$ cat config.mk
export PLATFORM = sky130hd
export DESIGN_NAME = SM83Core
export DESIGN_NICKNAME = d
export VERILOG_FILES = /design/src/sm83Pkg.sv /design/src/ctrlIf.sv /design/src/Sequencer.sv /design/src/Decoder.sv /design/src/Alu.sv /design/src/Bottom.sv /design/src/SM83Core.sv
export VERILOG_INCLUDE_DIRS = /design/src
export SDC_FILE = /design/constraint.sdc
export NUM_CORES = 1
export LEC_CHECK = 0
export ABC_AREA = 1
export BUFFER_PORTS_ARGS = -buffer_cell sky130_fd_sc_hd__buf_2
export CAP_MARGIN = 20
export CORE_MARGIN = 2
export CORE_UTILIZATION = 48
export CTS_CLUSTER_SIZE = 16
export DETAILED_ROUTE_END_ITERATION = 8
export GPL_ROUTABILITY_DRIVEN = 0
export GPL_TIMING_DRIVEN = 1
export PLACE_DENSITY = 0.63
export SYNTH_ARGS = -nofsm -noshare
export SYNTH_HDL_FRONTEND = slang
export SYNTH_HIERARCHICAL = 1
export SYNTH_SLANG_ARGS = --single-unit
$ cat constraint.sdc
create_clock -name CLK -period 5.6 [get_ports CLK]
set_input_delay 0.56 -clock CLK [delete_from_list [all_inputs] [get_ports CLK]]
set_output_delay 0.56 -clock CLK [all_outputs]
set_load 0.01 [all_outputs]
$ cat src/core_consts.svh
`ifndef CORE_CONSTS_SVH
`define CORE_CONSTS_SVH

`define SLOTS       4           // Clock slots per machine cycle.
`define RESET_PC    16'h0000    // First fetch address.

`define OP_NOP      8'h00       // No operation.
`define OP_HALT     8'h76       // Sleep until wake.
`define OP_LD_HL_A  8'h77       // Store A at (HL).
`define OP_JP       8'hC3       // Absolute jump.
`define OP_JPZ      8'hCA       // Jump when Z set.

`define REG_B       3'd0        // Register field codes, SM83 order.
`define REG_C       3'd1
`define REG_D       3'd2
`define REG_E       3'd3
`define REG_H       3'd4
`define REG_L       3'd5
`define REG_MEM     3'd6        // The (HL) operand slot.
`define REG_A       3'd7

`define GRP_MISC    2'b00       // Opcode bits [7:6].
`define GRP_LD      2'b01
`define GRP_ALU     2'b10

`define LO_INC      3'b100      // 00rrr100.
`define LO_LD_N     3'b110      // 00rrr110.

`define ALU_F_ADD   3'b000      // ooo field of the 10 group.
`define ALU_F_SUB   3'b010
`define ALU_F_AND   3'b100
`define ALU_F_XOR   3'b101

`endif

$ cat src/sm83Pkg.sv
package sm83Pkg;

`include "core_consts.svh"

	// Register select, same encoding as the opcode fields.
	typedef enum logic [2:0] {
		regB   = `REG_B,
		regC   = `REG_C,
		regD   = `REG_D,
		regE   = `REG_E,
		regH   = `REG_H,
		regL   = `REG_L,
		regMem = `REG_MEM,	// Immediate byte when used as a source.
		regA   = `REG_A
	} regSel;

	typedef enum logic [2:0] {
		aluPass,			// Result is operand B.
		aluAdd,
		aluSub,
		aluAnd,
		aluXor,
		aluInc				// Operand A plus one, carry kept.
	} aluOp;

	typedef enum logic [1:0] {
		stFetch,			// Opcode read, previous op completes.
		stExec,				// Operand read or store.
		stHalted			// Bus idle.
	} mState;

	typedef struct packed {
		aluOp       op;
		regSel      src;
		regSel      dst;
		logic       writeReg;	// Write dst on the strobe.
		logic       writeFlags;	// Update ZNHC on the strobe.
		logic       useImm;		// Operand read from PC.
		logic       memWrite;	// Store cycle at HL.
		logic       jump;		// Load PC this cycle.
		logic       condZ;		// Jump only if Z.
		logic [1:0] mCycles;	// Machine cycles incl. fetch.
	} decodedOp;

endpackage

$ cat src/ctrlIf.sv
`timescale 1ns/100ps

interface ctrlIf;
	import sm83Pkg::*;

	decodedOp   dec;			// Decoded control for the current cycle.
	logic [1:0] mCycle;			// Cycle index of the op in IR.
	logic       execStrobe;		// T3 pulse, commits the cycle.
	logic       latchData;		// T1 pulse, samples the data bus.

	modport decoder (
		input  mCycle,
		output dec
	);

	modport sequencer (
		input  dec,
		output mCycle,
		output execStrobe,
		output latchData
	);

	modport datapath (
		input  dec,
		input  mCycle,
		input  execStrobe,
		input  latchData
	);

endinterface

$ cat src/Sequencer.sv
`timescale 1ns/100ps
`include "core_consts.svh"

module Sequencer (
	input  logic       CLK,
	input  logic       reset,
	input  logic       wake,
	input  logic [7:0] dataLatch,		// Fetched opcode.
	ctrlIf.sequencer   ctrl,
	output logic [7:0] irOut,
	output logic       rd,
	output logic       wr,
	output logic       mreq,
	output logic       loadIr
);
	import sm83Pkg::*;

	localparam int SlotBits = $clog2(`SLOTS);
	localparam logic [SlotBits-1:0] LastSlot = SlotBits'(`SLOTS - 1);

	logic [SlotBits-1:0] slot;		// T0..T3.
	logic [1:0]          mCycle;	// Counts 1..mCycles after a fetch.
	logic                halted;
	logic                coldStart;	// Leave HALTED once after reset.
	logic [7:0]          ir;
	mState               cycleKind;
	logic                busSlot;	// T0 or T1.
	logic                endSlot;	// T3.

	assign busSlot = (slot < SlotBits'(2));
	assign endSlot = (slot == LastSlot);

	// Once mCycle reaches the length of the op in IR, this cycle fetches the next one.
	always_comb begin
		if (halted) begin
			cycleKind = stHalted;
		end else if (mCycle >= ctrl.dec.mCycles) begin
			cycleKind = stFetch;
		end else begin
			cycleKind = stExec;
		end
	end

	assign rd = busSlot && ((cycleKind == stFetch) ||
		(cycleKind == stExec && ctrl.dec.useImm));			// Opcode or operand.
	assign wr = busSlot && (cycleKind == stExec) && ctrl.dec.memWrite;
	assign mreq = rd || wr;									// Any bus access.
	assign loadIr = endSlot && (cycleKind == stFetch);		// IR loads at this edge.

	assign irOut = ir;
	assign ctrl.mCycle = mCycle;
	assign ctrl.execStrobe = endSlot && !halted;
	assign ctrl.latchData = (slot == SlotBits'(1)) && !halted;	// End of T1.

	always_ff @(posedge CLK) begin
		if (reset) begin
			slot <= '0;
			mCycle <= 2'd1;					// IR holds NOP, so first cycle fetches.
			halted <= 1'b1;					// Idle for one cycle.
			coldStart <= 1'b1;
			ir <= `OP_NOP;
		end else if (halted) begin
			if (wake || coldStart) begin	// Slot is already T0 here.
				halted <= 1'b0;
				coldStart <= 1'b0;
			end
		end else begin
			slot <= endSlot ? '0 : slot + 1'b1;
			if (endSlot) begin
				if (cycleKind == stFetch) begin
					ir <= dataLatch;		// New op, old one just committed.
					mCycle <= 2'd1;
					halted <= (dataLatch == `OP_HALT);	// PC already past HALT.
				end else begin
					mCycle <= mCycle + 2'd1;
				end
			end
		end
	end

endmodule

$ cat src/Decoder.sv
`timescale 1ns/100ps
`include "core_consts.svh"

module Decoder (
	input  logic [7:0] irOut,
	ctrlIf.decoder     ctrl
);
	import sm83Pkg::*;

	decodedOp   base;			// Opcode decode, not yet tied to a cycle.
	decodedOp   qual;			// Per-cycle control.
	logic [1:0] grp;
	logic [2:0] hi;
	logic [2:0] lo;
	logic       execCycle;		// Last cycle, overlapped with next fetch.

	assign grp = irOut[7:6];
	assign hi  = irOut[5:3];
	assign lo  = irOut[2:0];

	always_comb begin
		base = '0;
		base.op = aluPass;
		base.src = regB;
		base.dst = regB;
		base.mCycles = 2'd1;				// NOP shape unless matched.
		case (irOut)
			`OP_NOP, `OP_HALT: begin
				base.mCycles = 2'd1;		// Sequencer handles HALT itself.
			end
			`OP_LD_HL_A: begin
				base.src = regA;
				base.memWrite = 1'b1;
				base.mCycles = 2'd2;
			end
			`OP_JP, `OP_JPZ: begin
				base.useImm = 1'b1;			// Low byte, then high byte.
				base.jump = 1'b1;
				base.condZ = (irOut == `OP_JPZ);
				base.mCycles = 2'd3;
			end
			default: begin
				if (grp == `GRP_MISC && lo == `LO_LD_N && hi != `REG_MEM) begin
					base.dst = regSel'(hi);
					base.src = regMem;		// Immediate latch as source.
					base.writeReg = 1'b1;
					base.useImm = 1'b1;
					base.mCycles = 2'd2;
				end else if (grp == `GRP_MISC && lo == `LO_INC && hi != `REG_MEM) begin
					base.op = aluInc;
					base.dst = regSel'(hi);
					base.writeReg = 1'b1;
					base.writeFlags = 1'b1;
				end else if (grp == `GRP_LD && hi != `REG_MEM && lo != `REG_MEM) begin
					base.dst = regSel'(hi);	// LD r,r'.
					base.src = regSel'(lo);
					base.writeReg = 1'b1;
				end else if (grp == `GRP_ALU && lo != `REG_MEM) begin
					base.dst = regA;
					base.src = regSel'(lo);
					base.writeReg = 1'b1;
					base.writeFlags = 1'b1;
					case (hi)
						`ALU_F_ADD: base.op = aluAdd;
						`ALU_F_SUB: base.op = aluSub;
						`ALU_F_AND: base.op = aluAnd;
						`ALU_F_XOR: base.op = aluXor;
						default: begin		// ADC, SBC, OR, CP not built.
							base.writeReg = 1'b0;
							base.writeFlags = 1'b0;
						end
					endcase
				end
			end
		endcase
	end

	assign execCycle = (ctrl.mCycle >= base.mCycles);

	always_comb begin
		qual = base;
		qual.writeReg = base.writeReg && execCycle;
		qual.writeFlags = base.writeFlags && execCycle;
		qual.useImm = base.useImm && !execCycle;		// Operand cycles only.
		qual.memWrite = base.memWrite && !execCycle;
		qual.jump = base.jump && (ctrl.mCycle == 2'd2);	// High byte cycle.
	end

	assign ctrl.dec = qual;

endmodule

$ cat src/Alu.sv
`timescale 1ns/100ps

module Alu (
	input  logic       CLK,
	input  logic       reset,
	ctrlIf.datapath    ctrl,
	input  logic [7:0] opA,			// Destination register.
	input  logic [7:0] opB,			// Source register or immediate.
	output logic [7:0] aluRes,
	output logic       flagZ
);
	import sm83Pkg::*;

	logic [3:0] flags;				// Z N H C.
	logic [8:0] sum;				// Bit 8 is carry or borrow.
	logic [4:0] half;				// Bit 4 is half carry or borrow.
	logic       nextN;
	logic       nextH;
	logic       nextC;

	always_comb begin
		sum = '0;
		half = '0;
		aluRes = opB;				// PASS.
		nextN = 1'b0;
		nextH = 1'b0;
		nextC = flags[0];
		case (ctrl.dec.op)
			aluAdd: begin
				sum = {1'b0, opA} + {1'b0, opB};
				half = {1'b0, opA[3:0]} + {1'b0, opB[3:0]};
				aluRes = sum[7:0];
				nextH = half[4];
				nextC = sum[8];
			end
			aluSub: begin
				sum = {1'b0, opA} - {1'b0, opB};
				half = {1'b0, opA[3:0]} - {1'b0, opB[3:0]};
				aluRes = sum[7:0];
				nextN = 1'b1;
				nextH = half[4];	// Borrow from bit 4.
				nextC = sum[8];
			end
			aluAnd: begin
				aluRes = opA & opB;
				nextH = 1'b1;		// SM83 sets H on AND.
				nextC = 1'b0;
			end
			aluXor: begin
				aluRes = opA ^ opB;
				nextC = 1'b0;
			end
			aluInc: begin
				sum = {1'b0, opA} + 9'd1;
				half = {1'b0, opA[3:0]} + 5'd1;
				aluRes = sum[7:0];
				nextH = half[4];	// C left alone.
			end
			default: aluRes = opB;
		endcase
	end

	always_ff @(posedge CLK) begin
		if (reset) begin
			flags <= '0;
		end else if (ctrl.execStrobe && ctrl.dec.writeFlags) begin
			flags <= {(aluRes == 8'h00), nextN, nextH, nextC};
		end
	end

	assign flagZ = flags[3];		// Read by JP Z.

endmodule

$ cat src/Bottom.sv
`timescale 1ns/100ps
`include "core_consts.svh"

module Bottom (
	input  logic        CLK,
	input  logic        reset,
	ctrlIf.datapath     ctrl,
	input  logic [7:0]  dataIn,
	input  logic [7:0]  aluRes,
	input  logic        flagZ,
	output logic [7:0]  opA,
	output logic [7:0]  opB,
	output logic [7:0]  dataLatch,
	output logic [15:0] addr,
	output logic [7:0]  dataOut
);
	import sm83Pkg::*;

	logic [7:0]  regs [8];			// Indexed by regSel, slot 6 unused.
	logic [15:0] pc;
	logic [7:0]  immLatch;			// LD r,n operand.
	logic [7:0]  jpLow;				// JP target low byte.
	logic        fetchCycle;
	logic        advancePc;
	logic        takeJump;

	assign fetchCycle = (ctrl.mCycle >= ctrl.dec.mCycles);
	assign advancePc = fetchCycle || ctrl.dec.useImm;	// Every byte read from PC.
	assign takeJump = ctrl.dec.jump && (!ctrl.dec.condZ || flagZ);

	assign opA = regs[ctrl.dec.dst];
	assign opB = (ctrl.dec.src == regMem) ? immLatch : regs[ctrl.dec.src];

	// Address mux, HL only during the store cycle.
	assign addr = ctrl.dec.memWrite ? {regs[regH], regs[regL]} : pc;
	assign dataOut = regs[regA];	// Only A is ever stored.

	always_ff @(posedge CLK) begin
		if (ctrl.latchData) begin
			dataLatch <= dataIn;	// Memory answers by T1.
		end
	end

	always_ff @(posedge CLK) begin
		if (ctrl.execStrobe && ctrl.dec.useImm) begin
			immLatch <= dataLatch;
			if (ctrl.mCycle == 2'd1) begin
				jpLow <= dataLatch;	// First operand byte.
			end
		end
	end

	always_ff @(posedge CLK) begin
		if (reset) begin
			for (int i = 0; i < 8; i++) begin
				regs[i] <= 8'h00;
			end
		end else if (ctrl.execStrobe && ctrl.dec.writeReg) begin
			regs[ctrl.dec.dst] <= aluRes;	// Write-back in the next fetch's T3.
		end
	end

	always_ff @(posedge CLK) begin
		if (reset) begin
			pc <= `RESET_PC;
		end else if (ctrl.execStrobe) begin
			if (takeJump) begin
				pc <= {dataLatch, jpLow};	// High byte still in the latch.
			end else if (advancePc) begin
				pc <= pc + 16'd1;
			end
		end
	end

endmodule

$ cat src/SM83Core.sv
`timescale 1ns/100ps

module SM83Core (
	input  logic        CLK,
	input  logic        reset,
	input  logic        wake,		// Leaves HALT.
	input  logic [7:0]  dataIn,
	output logic [15:0] addr,
	output logic [7:0]  dataOut,
	output logic        rd,
	output logic        wr,
	output logic        mreq,
	output logic        loadIr		// Opcode fetch marker.
);

	logic [7:0] irOut;
	logic [7:0] aluRes;
	logic       flagZ;
	logic [7:0] opA;
	logic [7:0] opB;
	logic [7:0] dataLatch;

	ctrlIf ctrl ();					// Decoded control and cycle timing.

	Sequencer seq (
		.CLK(CLK),
		.reset(reset),
		.wake(wake),
		.dataLatch(dataLatch),
		.ctrl(ctrl.sequencer),
		.irOut(irOut),
		.rd(rd),
		.wr(wr),
		.mreq(mreq),
		.loadIr(loadIr) );

	Decoder dec (
		.irOut(irOut),
		.ctrl(ctrl.decoder) );

	Alu alu (
		.CLK(CLK),
		.reset(reset),
		.ctrl(ctrl.datapath),
		.opA(opA),
		.opB(opB),
		.aluRes(aluRes),
		.flagZ(flagZ) );

	Bottom bot (
		.CLK(CLK),
		.reset(reset),
		.ctrl(ctrl.datapath),
		.dataIn(dataIn),
		.aluRes(aluRes),
		.flagZ(flagZ),
		.opA(opA),
		.opB(opB),
		.dataLatch(dataLatch),
		.addr(addr),
		.dataOut(dataOut) );

endmodule

# After elaboration in Yosys (flattened, before gate mapping)

Memory sizes are Yosys's and may differ from the RTL's.
Cells that the tools add are included.

Bitwise operators: 3
$lt $le $gt $ge: 2
Eq/ne operators: 25
Reductions and logical operators: 49
Add/subtract/negate cells: 9
Multiplexer cells: 48

Operators by type and width:

| operator                | count |
|---|---|
| $mux W11                | 5 |
| $mux W16                | 3 |
| $pmux W8 S5             | 1 |
| $eq A8 B7 Y1 const B    | 3 |
| $logic_and A1 B1 Y1     | 23 |
| $eq A3 B3 Y1 const B    | 7 |
| $mux W3                 | 6 |
| $add A16 B1 Y16 const B | 1 |
| $eq A8 B8 Y1 const B    | 2 |
| $logic_not A8 Y1        | 2 |
| $mux W1                 | 16 |
| $mux W8                 | 2 |
| $mux W7                 | 2 |
| $mux W2                 | 6 |
| $pmux W3 S4             | 1 |
| $mux W5                 | 2 |
| $eq A3 B2 Y1 const B    | 3 |
| $add A8 B1 Y8 const B   | 1 |
| $add A8 B8 Y8           | 1 |
| $and A8 B8 Y8           | 1 |
| $eq A2 B1 Y1 const B    | 4 |
| $reduce_and A2 Y1       | 4 |
| $reduce_or A4 Y1        | 2 |
| $reduce_or A8 Y1        | 1 |
| 25 further kinds        | 37 |

Input bits: 11
Output and inout port bits: 28
Register bits: 57
Memories: 1
Memory bits (writable): 64
Word-level logic and storage cells: 147

Memories:

| name     | depth | width | rd ports | clocked after Yosys merged registers in | wr ports | line         | text |
|---|---|---|---|---|---|---|---|
| bot.regs | 8     | 8     | 5        | 0                                       | 8        | Bottom.sv:19 | `logic [7:0] regs [8];` |

# Depth between registers and ports, before layout

Depth after elaboration: 19
Gate-level depth with buffers: 30

# Hierarchy

The synthesis kept the hierarchy.

Modules (own cells, without submodules):

| module    | cells an instance | area an instance (µm²) | instances | seq. area each (µm²) |
|---|---|---|---|---|
| Bottom    | 618               | 5398.9                 | 1         | 2962.8 |
| Alu       | 180               | 983.4                  | 1         | 20.0 |
| Sequencer | 106               | 742.0                  | 1         | 280.3 |
| Decoder   | 88                | 407.9                  | 1         | 0.0 |

# Worst setup path after synthesis

No wires, ideal clock.

Kind: register to register
Start: reg seq.ir[4], in the netlist seq/irOut[4]
End: mem bot.regs[0][7], data pin
Path buffers: 1
Setup time: 0.259 ns
Period minus slack after synthesis: 3.738 ns
Arrival: 3.479 ns
Slack: 1.862 ns
Stages on the path, launching flop included: 28
Path through: dfxtp_1 nand3_2 nand2_1 nor2_2 nor2_2 nand2_1 inv_1 buf_2 nand3_1 a32o_1 inv_1 ha_1 inv_1 nor2_1 nand2_1 o21ai_0 o21ai_0 ha_1 nand2_1 o21ai_0 a21o_1 nand3_1 nand3_1 nand2_1 nand2_1 inv_1 inv_1 nor2_1

RTL lines:

| element                | line            | text |
|---|---|---|
| from (decl)            | Sequencer.sv:25 | `logic [7:0] ir;` |
| from (signal assigned) | Sequencer.sv:61 | `` ir <= `OP_NOP; `` |
| from (signal assigned) | Sequencer.sv:71 | `ir <= dataLatch;` |
| to (decl)              | Bottom.sv:19    |  |

==> impl_metrics.csv <==
group,metric,value,unit
synthesis,synth_top_flop_cell,"edfxtp_1",
sta,finalHoldViolCount,0,
clocking,post_cts_resized,0,
critical_path,setup.worst_path.start_class,"flip-flop",
sta,drv_slew,0,
drt,drt-total-wl,21.4,mm
global_route,global_route_wire_length_before_repair,33.5,mm
floorplanning,start_util,0.494,
drt,detailedRoute.firstPassIterationCount,5,
place,io_buffer_count,38,
drt,remaining_drc_errors,0,
floorplanning,die_area,16700,µm²
floorplanning,fp.coreArea,15300,µm²
critical_path,critical-path-slowest-cell,"dfxtp_1",
sta,max_clk_rate,0.215,GHz
clocking,cts_hold_buffers,0,
sta,final_worst_clock_skew,0.0110,ns
synthesis,synth_area_leaders,"edfxtp_1 (35%), nand2_1 (13%), dfxtp_1 (8.2%)",
clocking,clk_pin_slew,0.06,ns
worst_hold_path,worst_hold_startpoint,"dataIn[7]",
synthesis,number_of_enable_flip_flop_cells_after_synthesis,88,
synthesis,yosys.cell_count.top_type,"nand2_1",
run_status,status,"finished, final reports clean",
sta,timing.max_slew.rel_slack,0.514,
final_layout,area.growth.synth_to_final,12.5,%
critical_path,r2r-end,"bot/regs[5][7]",
clocking,clock_insertion_delay_worst_skew,0.43,ns
synthesis,synthesis.area_per_instance,7.59,µm²
worst_hold_path,worstHoldEndpoint,"bot/dataLatch[7]",
clocking,clock-sinks,119,
critical_path,timing.critical_path.slowest_cell_delay,0.44,ns
synthesis,synth_commonest_cells,"nand2_1 (260), nor2_1 (142), inv_1 (98)",
clocking,cts_inserted_buffers,17,
final_layout,insertedDiodeCount,0,
clocking,cts_setup_buffers,0,
critical_path,critical_path_arrival,4.83,ns
final_layout,share_of_post_route_cells_with_drive_strength_above_1,0.131,
global_route,track_usage,0.268,
clocking,clockRootBuffer,"clkbuf_16",
clocking,clockBufferDepth,2,
critical_path,timing.critical_path.required,5.77,ns
floorplanning,fp.dieW,129,µm
synthesis,synth.yosys.warnings,6,
sta,setup_repair_after_global_routing_missed_its_margin,"no",
floorplanning,ios,39,
drt,initialDrtViolationCount,589,
global_route,vias_in_the_first_global_route,6180,
synthesis,synth_cell_type_count,44,
synthesis,synth.yosys.seq_area_share,0.433,
clocking,cts_htree_levels,4,
clocking,tritoncts,"built",
synthesis,mappedNetlistNets,1031,
final_layout,final.fill_count,1468,
critical_path,critical_path_class,"flip-flop to flip-flop",
critical_path,r2r_worst_path_depth,29,
floorplanning,die_h,129,µm
global_route,grt_start_max_net_pins,34,
global_route,antenna_violations_before_repair,0,
sta,min_period,4.66,ns
pwr,vdd.ir_drop.worst,241,µV
critical_path,worstPathMaxFanout,31,
pwr,power_density,274,nW/µm²
critical_path,r2r-start,"seq/irOut[0]",
sta,final_min_period_over_clock_period,0.832,
sta,timing.setup.tns,0,ns
drt,route.detailed.wl_per_inst,17.1,µm
sta,setup_viol_count_final,0,
worst_hold_path,holdCritPathClass,"input pin to flip-flop",
drt,routed-via-count,6833,
synthesis,mapped_cells,992,
final_layout,final_nets,1068,
critical_path,setup.worst_path.end_class,"flip-flop",
drt,detail-route-antenna-nets,0,
synthesis,synth.top_cell.area_share,0.351,
synthesis,ys_seq_elements,119,
floorplanning,rows,45,
synthesis,async_reset_ff_frac,0,
critical_path,setup.reg_to_reg.worst_slack,0.94,ns
worst_hold_path,hold_path_depth,1,
pwr,totalPowerFinal,2320,µW
place,dp.final_hpwl,15.9,mm
synthesis,synth_area,7530,µm²
flow_run,cap_viol_max_count,0,
drt,viasPerCell,5.45,
critical_path,worst_path_most_repeated_cell,"nand2_1",
pwr,p_leak,0.00366,µW
global_route,overflow,0,
synthesis,yosys.area.top_type,"edfxtp_1",
sta,tightest_slew,0.722,ns
-- final cells by class --
| class | count | area [µm²] | area share |
|---|---|---|---|
| Tap cell | 211 | 264 | 0.0312 |
| Clock buffer | 17 | 425 | 0.0502 |
| Multi-Input combinational cell | 732 | 3690 | 0.436 |
| Sequential cell | 119 | 3260 | 0.385 |
| Timing Repair Buffer | 42 | 228 | 0.0269 |
| Inverter | 117 | 439 | 0.0518 |
| Clock inverter | 15 | 161 | 0.0191 |
-- state kept, by name, summed over array words and instances, names as in the netlist --
name and flops:
seq/halted 1, seq/ctrl.mCycle 2, seq/slot 2, bot/pc 16, bot/immLatch 8, alu/flags 1, seq/irOut 8, bot/jpLow 8
bot/dataLatch 8, seq/coldStart 1, bot/regs 64
-- worst max-delay path by stage --
stage,start,endpoint,depth (start not counted)
2_1_floorplan,seq/irOut[4],bot/regs[0][7],27
3_3_place_gp,seq/irOut[4],bot/regs[7][7],26
3_5_place_dp,seq/irOut[4],bot/regs[0][7],26
4_1_cts,seq/irOut[4],bot/regs[5][7],26
5_1_grt,seq/irOut[0],bot/regs[2][7],30
6_report,seq/irOut[0],bot/regs[5][7],29
-- report_power, final --
| part | total, µW | internal (µW) | switching (µW) |
|---|---|---|---|
| Sequential | 992 | 968 | 24.1 |
| Combinational | 232 | 70.4 | 162 |
| Clock | 1090 | 691 | 404 |
| Total | 2320 | 1730 | 590 |
-- cells in the final DEF, fill, tap and decap left out, types with 4 or more instances in the layout --
cell type,count
nand2_1,260
nor2_1,141
inv_1,98
edfxtp_1,88
nand3_1,82
a21oi_1,53
o21ai_0,46
buf_2,38
dfxtp_1,31
ha_1,27
inv_2,18
clkbuf_16,17
nand2_2,16
nand4_1,16
nor2_2,11
a22oi_1,10
a32o_1,8
nand3_2,7
o21ai_1,7
a221oi_1,5
a22o_1,5
clkinv_1,4
nor2_4,4
clkinv_2,4
-- through the flow --
stage | setup slack (ns) | hold WS (ns) | instance area [µm²] | instances | util
floorplan | 1.86 | 0.436 | 7530 | 992 | -
global placement | 1.13 | 0.451 | 7870 | 1220 | 0.516
detailed placement | 1.04 | 0.458 | 7870 | 1220 | 0.516
CTS | 1.01 | 0.302 | 8460 | 1252 | 0.554
global route | 0.410 | 0.297 | 8470 | 1253 | 0.555
finish | 0.939 | 0.315 | 8470 | 1253 | 0.555
-- kinds of logic after synthesis --
family / after synthesis / share of synthesized area
flip-flops: 119 / 0.433
XOR/XNOR: 1 / 0.00116
AND/OR/NAND/NOR: 550 / 0.319
adder cells (fa/ha/maj): 28 / 0.0475
AO/OA/AOI/OAI: 153 / 0.122
buffers and inverters: 141 / 0.0771
-- per-layer routing --
metal | up-vias | GRT usage | share of wire
met1 | 3162 | 0.381 | 0.46
met2 | 250 | 0.410 | 0.45
li1 | 3391 | - | -
met4 | 0 | 0.0818 | 0.017
met5 | - | 0 | 0
met3 | 30 | 0.0590 | 0.075
-- critical path, delay by kind of cell (launching register included) --
| kind | cells | cell delay, ns |
|---|---|---|
| compound gates | 5 | 1.01 |
| fa+ha+maj | 2 | 0.52 |
| buf+inv | 7 | 1.10 |
| flops | 1 | 0.44 |
| simple gates | 15 | 1.33 |
Power figures use the tool's default switching activity.
